<file path="src/logic/imem_pkg.sv">
// Instruction memory shared definitions
package imem_pkg;

  // RV32 only, XLEN fixed
  localparam int ADDR_W = 32;  // Byte address width
  localparam int WORD_W = 32;  // Fetch and store word
  localparam int STRB_W = WORD_W / 8;  // One enable per byte lane

  typedef logic [ADDR_W-1:0] addr_t;
  typedef logic [WORD_W-1:0] word_t;
  typedef logic [STRB_W-1:0] strb_t;

  // ADDI x0,x0,0, reset contents of every word
  localparam word_t nop_instr = 32'h0000_0013;

  // RVC encodings use quadrants 0..2
  // Quadrant 3 (low bits 2'b11) is a full 32-bit instruction
  function automatic logic is_compressed(word_t w);
    return w[1:0] != 2'b11;
  endfunction

endpackage
</file>
<file path="src/logic/imem_arbiter.sv">
// Fixed-priority memory port arbiter
`timescale 1ns/1ps

module imem_arbiter (
  input  logic            clk,
  input  logic            rst_n,
  // APB peer, highest priority
  input  logic            apb_req,
  input  logic            apb_we,
  input  imem_pkg::addr_t apb_addr,
  input  imem_pkg::word_t apb_wdata,
  input  imem_pkg::strb_t apb_strb,
  output logic            apb_gnt,
  // Fetch peer, read only
  input  logic            fetch_req,
  input  imem_pkg::addr_t fetch_addr,
  output logic            fetch_gnt,
  // Single memory port
  output logic            mem_en,
  output logic            mem_we,
  output imem_pkg::addr_t mem_addr,
  output imem_pkg::word_t mem_wdata,
  output imem_pkg::strb_t mem_strb
);

  logic sel_apb;  // Address mux select
  logic rd_busy;  // Read granted last edge, data on the port now
  logic rd_apb;   // Owner of that read

  // APB always wins, fetch only in free cycles
  assign apb_gnt   = apb_req;
  assign fetch_gnt = fetch_req & ~apb_req;

  // Idle port keeps the last read owner's address, less toggling
  assign sel_apb = apb_req | (~fetch_req & rd_busy & rd_apb);

  assign mem_en    = apb_req | fetch_req;
  assign mem_we    = apb_req & apb_we;    // Fetch never writes
  assign mem_addr  = sel_apb ? apb_addr : fetch_addr;
  assign mem_wdata = apb_wdata;
  assign mem_strb  = mem_we ? apb_strb : '0;

  always_ff @(posedge clk or negedge rst_n) begin
    if (!rst_n) begin
      rd_busy <= 1'b0;
      rd_apb  <= 1'b0;
    end else begin
      rd_busy <= mem_en & ~mem_we;
      if (mem_en && !mem_we) begin
        rd_apb <= apb_gnt;  // Who gets rdata next cycle
      end
    end
  end

endmodule

</file>
<file path="config.mk">
export PLATFORM = sky130hd
export DESIGN_NAME = imem_arbiter
export DESIGN_NICKNAME = d
export VERILOG_FILES = /design/src/logic/imem_pkg.sv /design/src/logic/imem_arbiter.sv
export SDC_FILE = /design/constraint.sdc
export NUM_CORES = 1
export LEC_CHECK = 0
export BUFFER_PORTS_ARGS = -buffer_cell sky130_fd_sc_hd__buf_2
export CAP_MARGIN = 20
export CORE_UTILIZATION = 35
export CTS_BUF_LIST = sky130_fd_sc_hd__clkbuf_16
export DETAILED_ROUTE_END_ITERATION = 8
export GPL_TIMING_DRIVEN = 1
export PLACE_DENSITY = 0.84
export SLEW_MARGIN = 25
export SYNTH_ARGS = -nofsm -noshare
export SYNTH_HDL_FRONTEND = slang
export SYNTH_SLANG_ARGS = --single-unit
</file>
<file path="constraint.sdc">
create_clock -name clk -period 1.4 [get_ports clk]
set_input_delay 0.14 -clock clk [delete_from_list [all_inputs] [get_ports clk]]
set_output_delay 0.14 -clock clk [all_outputs]
set_load 0.02 [all_outputs]
</file>
## Yosys cells after proc, flatten, opt, wreduce, memory -nomap -nowiden

Cells that the tools add are included.
Widths: inputs -> output; s select.

- Add/sub/neg operators: 0
- Equal/unequal tests: 0
- $mul: 0
- Div/mod/pow operators: 0
- $lt $le $gt $ge: 0
- Reduce and logical (&&, ||, !) cells: 2
- Shifts and indexed selects: 0
- Bitwise logic cells: 10
- Multiplexer cells: 2

Operators by type and width:

| operator | number |
|---|---|
| $mux 32 | 1 |
| $and 1x1->1 | 5 |
| $mux 4 | 1 |
| $not 1->1 | 3 |
| $or 1x1->1 | 2 |
| $logic_and 1x1->1 | 1 |
| $logic_not 1->1 | 1 |

- Memory bits (read-only): 0
- Bits in latches: 0
- Bits in writable memories: 0
- Register bits: 2
- Bits of input ports: 105
- Output and inout bits: 72
- Memories: 0
- Word-level logic and storage cells: 16

## Logic depth before layout (Yosys ltp)

- Depth after elaboration: 5
- Depth in mapped cells: 5
- Gate-level depth less buffers: 2

## Least setup slack after synthesis

Ideal clock, no wire load.

- Path type: flip-flop to output port
- Start: register rd_apb
- End: output port mem_addr[10]
- Path buffers: 3
- Path slack: 0.069 ns
- Arrival time: 1.191 ns
- Data required time: 1.260 ns
- Stages on the path, launching flop included: 6
- Cell sequence: dfrtp_1 -> buf_6 -> and3b_1 -> buf_6 -> buf_12 -> o211ai_2

- Longest elaborated chain between the ends: 3

RTL lines:

| item | RTL line | source |
|---|---|---|
| start, declared | imem_arbiter.sv:28 | `logic rd_apb;` |
| start signal, assigned | imem_arbiter.sv:50 | `rd_apb <= apb_gnt;` |
| $and 1x1->1 | imem_arbiter.sv:35 | `assign sel_apb = apb_req \| (~fetch_req & rd_busy & rd_apb);` |
| $or 1x1->1 | imem_arbiter.sv:35 |  |
| $mux 32 | imem_arbiter.sv:39 | `assign mem_addr = sel_apb ? apb_addr : fetch_addr;` |
| end, declared | imem_arbiter.sv:21 | `output imem_pkg::addr_t mem_addr,` |

No other way between the ends.

## Final worst setup path

- Start: register rd_apb
- End: output port mem_addr[0]

The elaborated chain is that of the path after synthesis.

==> metrics.md <==
| Metric | Value |
|---|---|
| Top achievable clock speed | `665 MHz` |
| Pin count of the biggest net entering global routing | `75` |
| Boundary Pins | `177` |
| Mean Syn Cell Area | `7.73 µm²` |
| Worst VDD drop | `0.346 mV` |
| Worst-Skew Late Latency | `220 ps` |
| Pwr dens | `631 nW/µm²` |
| CORE AREA | `4090 µm²` |
| Worst reg-to-reg setup slack | `380 ps` |
| Clk buf depth | `2` |
| Crit path DAT | `1360 ps` |
| DR vias | `1662` |
| Worst reg2reg path depth | `3` |
| Starting DRT DRC Count | `46` |
| Worst EP required | `1260 ps` |
| Clock Root Buffer | `clkbuf_16` |
| Hold Crit Depth | `2` |
| FP Rows | `23` |
| Reg clk slew, reported paths | `30 ps` |
| Vias/cell | `5.28` |
| Residual DRC | `0` |
| Status | `finished, violations left` |
| Diode count | `0` |
| H-tree Lvls | `1` |
| RSZ-0062 raised after global routing | `yes` |
| Die footprint | `4640 µm²` |
| Post-synthesis cell type count | `19` |
| DRT antenna net count | `0` |
| Initial Util | `0.374` |
| CTS sink cnt | `2` |
| Failing checks | `setup timing` |
| Sequential Area | `50.0 µm²` |
| Worst slew pin tran | `326 ps` |
| Dpl ws | `101 ps` |
| DR pass1 iterations | `4` |
| Clk_skew | `0 ps` |
| Drt total wl | `4280 µm` |
| Min Tclk post-route | `1500 ps` |
| Post-Syn Nets | `303` |
| Worst Hold Class | `in -> reg` |
| Most frequent cells in the layout | `81 x buf_2, 33 x nand2b_1, 32 x nand4b_1, 32 x nand2_1` |
| Area Growth Syn to Fin | `37.9%` |
| Sequential share of the synthesized area | `0.0327` |
| Final Worst Setup Slack | `-103 ps` |
| Crit-path max FO | `16` |
| Max-cap viol count | `0` |
| Critical path startpoint category | `flip-flop` |
| Initial antenna violation count | `0` |
| All-Layer GR Usage | `0.179` |
| Synth Register Bits | `2` |
| Final Hold Fails | `0` |
| Die Wd | `68.1 µm` |
| Die Ht | `68.1 µm` |
| Pleak | `1.03 nW` |
| Kind of critical path | `reg -> out` |
| Post-synthesis instance total | `198` |
| Layout cell share with drive strength beyond 1 | `0.581` |
| Multi-input gate area | `1070 µm²` |
| Overall power | `1.33 mW` |
| Final Setup Violations | `32` |
| First-pass GRT wire length | `6340 µm` |
| Crit. End Element | `primary output` |
| Final Slew Violations | `0` |
| TritonCTS Buffers | `3` |
| Headroom to the max-slew limit | `0.783` |
| CTS tree | `built` |
| Fin nets | `372` |
| Vias in the first global route | `1505` |
| Post-Syn Area | `1530 µm²` |
| RePlAce Congestion | `0.648` |
| Commonest non-fill, non-tap cell in the layout | `buf_2` |
| Final HPWL DP | `3010 µm` |
| Port Buffers | `112` |
| Synth warnings | `0` |
| Routed len/inst | `13.6 µm` |
| Final cycle utilization of the critical path | `1.07` |
| FILL cells | `387` |
| Remaining Overflow, GRT | `0` |
==> power by group <==
| part | switching (mW) | internal (mW) | total [mW] |
|---|---|---|---|
| logic | 0.431 | 0.406 | 0.837 |
| clock network | 0.0638 | 0.363 | 0.427 |
| registers | 0.00295 | 0.0636 | 0.0665 |
==> cell type report <==
type / count / area share
Sequential cell: 2 / 0.0237
Clock buffer: 3 / 0.0356
Multi-Input combinational cell: 139 / 0.506
Inverter: 1 / 0.00178
Timing Repair Buffer: 120 / 0.403
Tap cell: 50 / 0.0297
==> registers in the layout (all words and copies together), names as in the netlist <==
register and cells:
rd_apb 1, rd_busy 1
==> per-stage QoR <==
stage	instance area, µm²	cells	TNS (ps)	util	hold WS [ps]
5_1_grt	2110	315	-3380	0.516	194
6_report	2110	315	-1710	0.516	173
2_1_floorplan	1530	198	0	-	-156
3_3_place_gp	1830	311	0	0.449	-74.7
4_1_cts	2110	315	-2170	0.516	169
3_5_place_dp	1830	311	0	0.449	-73.6
==> what timing repair did <==
| action | in CTS | in global routing |
|---|---|---|
| hold buffers | 1 | 0 |
| cloned | 0 | 0 |
| gates resized for setup | 61 | 0 |
| endpoints found under the hold margin | 2 | 0 |
| pin swaps | 5 | 12 |
| setup buffers | 0 | 0 |
| endpoints found under the setup margin | 32 | 32 |
==> critical path, stage by stage (launching register included) <==
cell and delay, ps:
dfrtp_1 370, and3b_2 240, buf_12 160, o211ai_1 190
buf_4 180
==> synth_stat cells, drive strengths merged <==
master	number	area (µm²)
mux2i	1	10.0
and2	1	6.26
nand2	32	120
or2	1	6.26
inv	1	3.75
a22o	1	8.76
nand2b	33	206
o211ai	32	390
clkbuf	8	30.0
buf	48	380
nor2	1	3.75
and3b	1	8.76
nand4b	32	280
dfrtp	2	50.1
and3	4	25.0
==> cells by family (layout without fill, tap and decap cells) <==
logic type / count (synthesis) / in the layout / share of synthesized area
AND/OR/NAND/NOR: 105 / 105 / 0.429
buffers and inverters: 57 / 124 / 0.271
AO/OA/AOI/OAI: 33 / 33 / 0.261
flip-flops: 2 / 2 / 0.0327
multiplexers: 1 / 1 / 0.00654
==> routing by layer <==
| metal | GRT usage | routed length (µm) |
|---|---|---|
| met1 | 0.166 | 1460 |
| met4 | 0.0729 | 96 |
| met3 | 0.0450 | 372 |
| met2 | 0.362 | 2360 |
| met5 | 0 | 0 |
==> path summary, 6_finish.rpt <==
check	startpoint	end
setup / recovery	rd_apb	mem_addr[0]
hold / removal	apb_we	rd_busy
setup reg to reg	rd_apb	rd_apb
hold reg to reg	rd_apb	rd_apb
max in group asynchronous	rst_n	rd_apb
min in group asynchronous	rst_n	rd_busy
(Power assumes the default switching activity.)
