$ cat src/logic/imem_pkg.sv
// Instruction memory shared definitions
package imem_pkg;

  // RV32 only, XLEN fixed
  localparam int ADDR_W = 32;  // Byte address width
  localparam int WORD_W = 32;  // Fetch and store word
  localparam int STRB_W = WORD_W / 8;  // One enable per byte lane

  typedef logic [ADDR_W-1:0] addr_t;
  typedef logic [WORD_W-1:0] word_t;
  typedef logic [STRB_W-1:0] strb_t;

  // ADDI x0,x0,0, reset contents of every word
  localparam word_t nop_instr = 32'h0000_0013;

  // RVC encodings use quadrants 0..2
  // Quadrant 3 (low bits 2'b11) is a full 32-bit instruction
  function automatic logic is_compressed(word_t w);
    return w[1:0] != 2'b11;
  endfunction

endpackage
$ cat src/logic/apb_store_port.sv
// APB4 store and readback port
`timescale 1ns/1ps

module apb_store_port #(
  parameter int MEM_SIZE = 4096
) (
  input  logic            clk,
  input  logic            rst_n,
  input  logic            psel,
  input  logic            penable,
  input  logic            pwrite,
  input  imem_pkg::addr_t paddr,
  input  imem_pkg::word_t pwdata,
  input  imem_pkg::strb_t pstrb,
  output imem_pkg::word_t prdata,
  output logic            pready,
  output logic            pslverr,
  // Towards the arbiter
  output logic            req,
  output logic            we,
  output imem_pkg::addr_t addr,
  output imem_pkg::word_t wdata,
  output imem_pkg::strb_t strb,
  input  logic            gnt,
  input  imem_pkg::word_t rdata
);
  import imem_pkg::*;

  localparam addr_t LIMIT = addr_t'(MEM_SIZE);  // First byte past the array

  logic access;    // APB access phase
  logic in_range;
  logic rd_phase;  // Second access cycle of a read

  assign access   = psel & penable;
  assign in_range = paddr < LIMIT;

  // One memory request per transfer, none when out of range
  assign req   = access & in_range & ~rd_phase;
  assign we    = pwrite;
  assign addr  = {paddr[ADDR_W-1:2], 2'b00};  // Word transfers only
  assign wdata = pwdata;
  assign strb  = pwrite ? pstrb : '0;

  // Writes and errors finish at once, reads one cycle later
  assign pready  = access & (~in_range | (pwrite & gnt) | rd_phase);
  assign pslverr = access & ~in_range;
  assign prdata  = rd_phase ? rdata : '0;  // Memory output lines up with pready

  always_ff @(posedge clk or negedge rst_n) begin
    if (!rst_n) begin
      rd_phase <= 1'b0;
    end else if (rd_phase) begin
      rd_phase <= 1'b0;                  // Transfer ends this cycle
    end else if (req && gnt && !pwrite) begin
      rd_phase <= 1'b1;
    end
  end

endmodule

$ cat config.mk
export PLATFORM = sky130hd
export DESIGN_NAME = apb_store_port
export DESIGN_NICKNAME = d
export VERILOG_FILES = /design/src/logic/imem_pkg.sv /design/src/logic/apb_store_port.sv
export SDC_FILE = /design/constraint.sdc
export NUM_CORES = 1
export LEC_CHECK = 0
export BUFFER_PORTS_ARGS = -buffer_cell sky130_fd_sc_hd__buf_2
export CORE_AREA = 8 8 75 77
export DETAILED_ROUTE_END_ITERATION = 12
export DIE_AREA = 0 0 83 85
export PLACE_DENSITY = 0.71
export SLEW_MARGIN = 30
export SYNTH_ARGS = -nofsm -noshare
export SYNTH_HDL_FRONTEND = slang
export SYNTH_SLANG_ARGS = --single-unit
$ cat constraint.sdc
create_clock -name clk -period 1.9 [get_ports clk]
set_input_delay 0.38 -clock clk [delete_from_list [all_inputs] [get_ports clk]]
set_output_delay 0.38 -clock clk [all_outputs]
set_load 0.1 [all_outputs]
# --- Word level (Yosys, flattened, before mapping) ---
# Index checks and enable logic that the tools add are counted.
totals:
  in_bits: 106
  ram_bits: 0
  output_inout_bits: 104
  memories: 0
  regBits: 1
  rom_bits: 0
  word_cells: 19
  latch_bits: 0
classes:
  shift: 0
  eq_ne: 0
  n_div: 0
  bitwise_logic: 10
  n_mux: 4
  multipliers: 0
  order_cmp: 1
  addsub: 0
  reduce_logical: 3
ops:
  columns: ["cell", "n"]
  rows:
  - ["< comparator 32 x 13 -> 1 bit, second input constant", 1]
  - ["two-way mux 32 bit", 1]
  - ["bitwise AND 1 bit", 6]
  - ["two-way mux 4 bit", 1]
  - ["logical AND 1 bit", 2]
  - ["two-way mux 1 bit", 2]
  - ["inverter 1 bit", 2]
  - ["bitwise OR 1 bit", 2]
  - ["zero test 1 bit", 1]

# --- Logic depth before layout (Yosys ltp) ---
depth:
  depth_word: 7
  depth_mapped: 3
  ltp_nobuf: 3

# --- Worst setup path after synthesis ---
# No wires, ideal clock.
synth_path:
  path_kind: "input to output"
  from: "in paddr[24]"
  to: "out req"
  path_stages: 3
  t_required_ns: 1.520
  path_slack_ns: -2.156
  n_path_buf: 0
  t_arrival_ns: 3.676
  path_cell_list: "nor4_2 > nand3_1 > nor4_1"
synth_via:
  elab_chain_len: 3
synth_lines:
  columns: ["element", "line", "source"]
  rows:
  - ["start: declaration", "apb_store_port.sv:12", "input imem_pkg::addr_t paddr,"]
  - ["< comparator 32 x 13 -> 1 bit", "apb_store_port.sv:36", "assign in_range = paddr < LIMIT;"]
  - ["bitwise AND 1 bit (2 in a row)", "apb_store_port.sv:39", "assign req = access & in_range & ~rd_phase;"]
  - ["end: declaration", "apb_store_port.sv:19", "output logic req,"]
# Every way passes these cells.

# --- Worst setup path after layout ---
layout_path:
  from: "in paddr[15]"
  to: "out req"
# Same word-level chain as after synthesis.

==> results list <==
* Total of buffers placed on input and output ports: about 120
- Crit Reg-Reg Endpoint: rd_phase
* Combinational group share of total power: a little over nine tenths
- Number of flip-flops and latches in the synthesized netlist: 1
- Floorplan core area: between 0.004 and 0.005 mm^2
* Clk pin slew, worst setup/hold paths: 0 ns
* DR WL met3: roughly 440 um
* Final antenna diode count: 0
- Final-report setup violation count: 0
- Pre-antenna DRT Iters: 2
- Post-synthesis cell area: around 870 um^2
* Global Route Usage Sum: just under 9%
* Mean routed wirelength per cell: between 15 and 20 um
- Sequential share of the synthesized area: between 2 and 3%
* Global-route wire length before repair: 5.26 mm
- The run finished with clean final reports.
- The number of cells on the worst reg-to-reg path is 3.
- Using the TritonRoute via totals, the vias-per-cell ratio works out to about 3.9.
- Nets: around 290
- In the detailed route, the total length drawn on met2 is roughly 1.9 mm.
- The wire-length estimate of the detail-placed layout is 3.34 mm.
- Number of flip-flops under the largest register name: 1
- Worst clock skew on the final layout: 0 ns
* Syn Inst Count: about 120
* Pre-CTS worst setup slack: -0.0547 ns
* Data arrival time of the critical path: roughly 1.4 ns
- Counting I/O delays and the setup requirement, the final critical path takes about 1.8 ns.
* Hold Fails Final Rpt: 0
* Most common cell after layout, fill and taps aside: sky130_fd_sc_hd__buf_2
* Number of rows created at floorplan: 25
- The clock network is responsible for 0% of the overall power.
- Layout cell share with drive strength beyond 1: 76.5%
- Area fraction of the dominant cell type after synthesis: approximately 56%
- Remaining design rule violation count: 0
- Routed vias: about 910
- Slew Viols, Final: 0
- For this block, wires on met1 add up to roughly 1.1 mm.
* Routed wire length: 3.54 mm
- Proportion of power drawn by flip-flops and latches: ~5.6%
- Routability-driven placement finished with a final weighted congestion of roughly 0.68.
- DIE WIDTH: approximately 83 um
- The number of global-route vias before repair came to around 960.
* Worst reg-to-reg setup slack: between 0.5 and 0.6 ns
- Worst reg2reg startpoint: rd_phase
- Maximum VDD drop: approximately 110 uV
* Startpoint Class: input pin
- DR top layer: met4
- Final Cycle Share: a little over nine tenths
- Relative area change from synthesis to final layout: 91.7%
- Antenna violations before repair: 0
- Counting distinct cell types in the post-synthesis netlist gives 15.
- Net switching is 74.6% of the power.
- The worst setup path is captured at an output pin.
- Ranked by total cell area, the synthesized netlist is headed by sky130_fd_sc_hd__buf_4 (56%), sky130_fd_sc_hd__and2_1 (27%), sky130_fd_sc_hd__nor4_2 (4.3%).
- The analysis attributes to cell leakage a power of roughly 0.0008 uW.
- Pin placement for this block handled 210 I/O pins.
- The worst setup path is of the input pin to output pin kind.
* Commonest non-fill, non-tap cells in the layout: sky130_fd_sc_hd__buf_2 (84), sky130_fd_sc_hd__and2_1 (36), sky130_fd_sc_hd__buf_12 (33)
- Largest register by flop count: rd_phase
- Clock latency on the worst-skew pair: 0 ns
- Cell internal power was estimated by the tool at 98.4 uW.
- Maximum net fanout on the critical path: 2
- Setup slack closes at 0.0833 ns.
- F_max: 0.550 GHz
- After global routing the overflow that remains totals 0.
- Pwr/cell area: 232 mW/mm^2
- Area leader, netlist: sky130_fd_sc_hd__buf_4
- Count of synthesis-stage warnings from yosys: 0
* MaxCap Viol Count: 0
- Class of the most critical hold timing path: input pin to asynchronous set/reset pin
- The initial utilization of the core area, before any placement, comes to between 10% and 20%.
- Total of fill cells in the finished design: approximately 430
* Unrepaired setup endpoints after global routing: false
- In this run the power spent charging and discharging nets is between 200 and 300 uW.
- Critical Path RT: ~1.5 ns
* Mean post-synth cell area: a little over 7 um^2
- The first routing iteration left 6 violations.
* Worst hold slack: around 0.16 ns
* Full die area: ~0.0071 mm^2
- Entering global routing, the biggest net connects 34 pins.
- Once detail routing completed, the nets flagged for antenna violations numbered 0.
- Biggest registers after layout: rd_phase (1)
* Overall die height: around 85 um
-- critical path: stages --
cell	delay (ns)
sky130_fd_sc_hd__buf_2	0.12
sky130_fd_sc_hd__nor4_4	0.29
sky130_fd_sc_hd__nand3_2	0.14
sky130_fd_sc_hd__nor4_4	0.28
sky130_fd_sc_hd__buf_12	0.21
-- Yosys cell counts --
cell                       instances
sky130_fd_sc_hd__and3_1            1
sky130_fd_sc_hd__nand3_1           1
sky130_fd_sc_hd__clkbuf_1          3
sky130_fd_sc_hd__a31oi_1           1
sky130_fd_sc_hd__and2_1           37
sky130_fd_sc_hd__a21oi_1           2
sky130_fd_sc_hd__nor3_2            1
sky130_fd_sc_hd__nand2_2           1
sky130_fd_sc_hd__conb_1            1
sky130_fd_sc_hd__nor4_1            3
sky130_fd_sc_hd__or4b_1            1
sky130_fd_sc_hd__nand2_1           1
sky130_fd_sc_hd__nor4_2            3
sky130_fd_sc_hd__dfrtp_1           1
sky130_fd_sc_hd__buf_4            65
-- power groups by stage --
stage	Sequential (uW)	Combinational, uW	Clock [uW]
after floorplan	21.7	710	0
after global placement	21.7	352	0
after detailed placement	21.7	356	0
after CTS	21.7	362	0
after global routing	21.7	379	0
final	21.7	366	0
-- stage by stage --
step	TNS [ns]	instances	total power [uW]	utilization, %	area (um^2)
floorplan	-0.379	123	732	-	918
global placement	-0.163	232	374	35.3	1600
detailed placement	-0.109	232	378	35.3	1600
CTS	0	233	383	36.1	1640
global route	0	233	401	36.9	1670
finish	0	233	388	36.9	1670
-- how the worst max path moves through the flow --
stage | start | endpoint | depth (start not counted) | slack [ns]
after global placement | paddr[17] | pready | 5 | -0.06
final | paddr[15] | req | 5 | 0.08
after CTS | paddr[18] | pslverr | 5 | 0.02
after floorplan | paddr[24] | req | 3 | -0.38
after detailed placement | paddr[30] | pready | 5 | -0.05
after global routing | paddr[15] | req | 5 | 0.02
-- timing repair --
| item | 4_1_cts | 5_1_grt |
|---|---|---|
| buffers inserted | 1 | 0 |
| setup endpoints to repair | 3 | 3 |
| hold buffers | 0 | 0 |
| gates resized for setup | 5 | 9 |
| pin swaps | 2 | 5 |
-- per-layer routing --
| layer | vias to the layer above | global-route usage, % |
|---|---|---|
| li1 | 432 | - |
| met3 | 20 | 3.83 |
| met4 | 0 | 2.88 |
| met5 | - | 0 |
| met1 | 384 | 8.00 |
| met2 | 70 | 16.4 |
-- cell type report --
type	count	area (um^2)	area share (%)
Sequential cell	1	25.0	1.49
Multi-Input combinational cell	54	440	26.3
Timing Repair Buffer	124	1140	68.2
Tap cell	54	67.6	4.04
-- kinds of logic (layout without fill, tap and decap cells) --
| logic type | Yosys count | count (layout) | share of synthesized area, % |
|---|---|---|---|
| buffers and inverters | 68 | 124 | 57.2 |
| AND/OR/NAND/NOR | 49 | 49 | 37.7 |
| AO/OA/AOI/OAI | 3 | 3 | 1.86 |
| other | 1 | 2 | 0.429 |
| flip-flops | 1 | 1 | 2.86 |
Note: power is estimated with default switching activity, not from simulation.
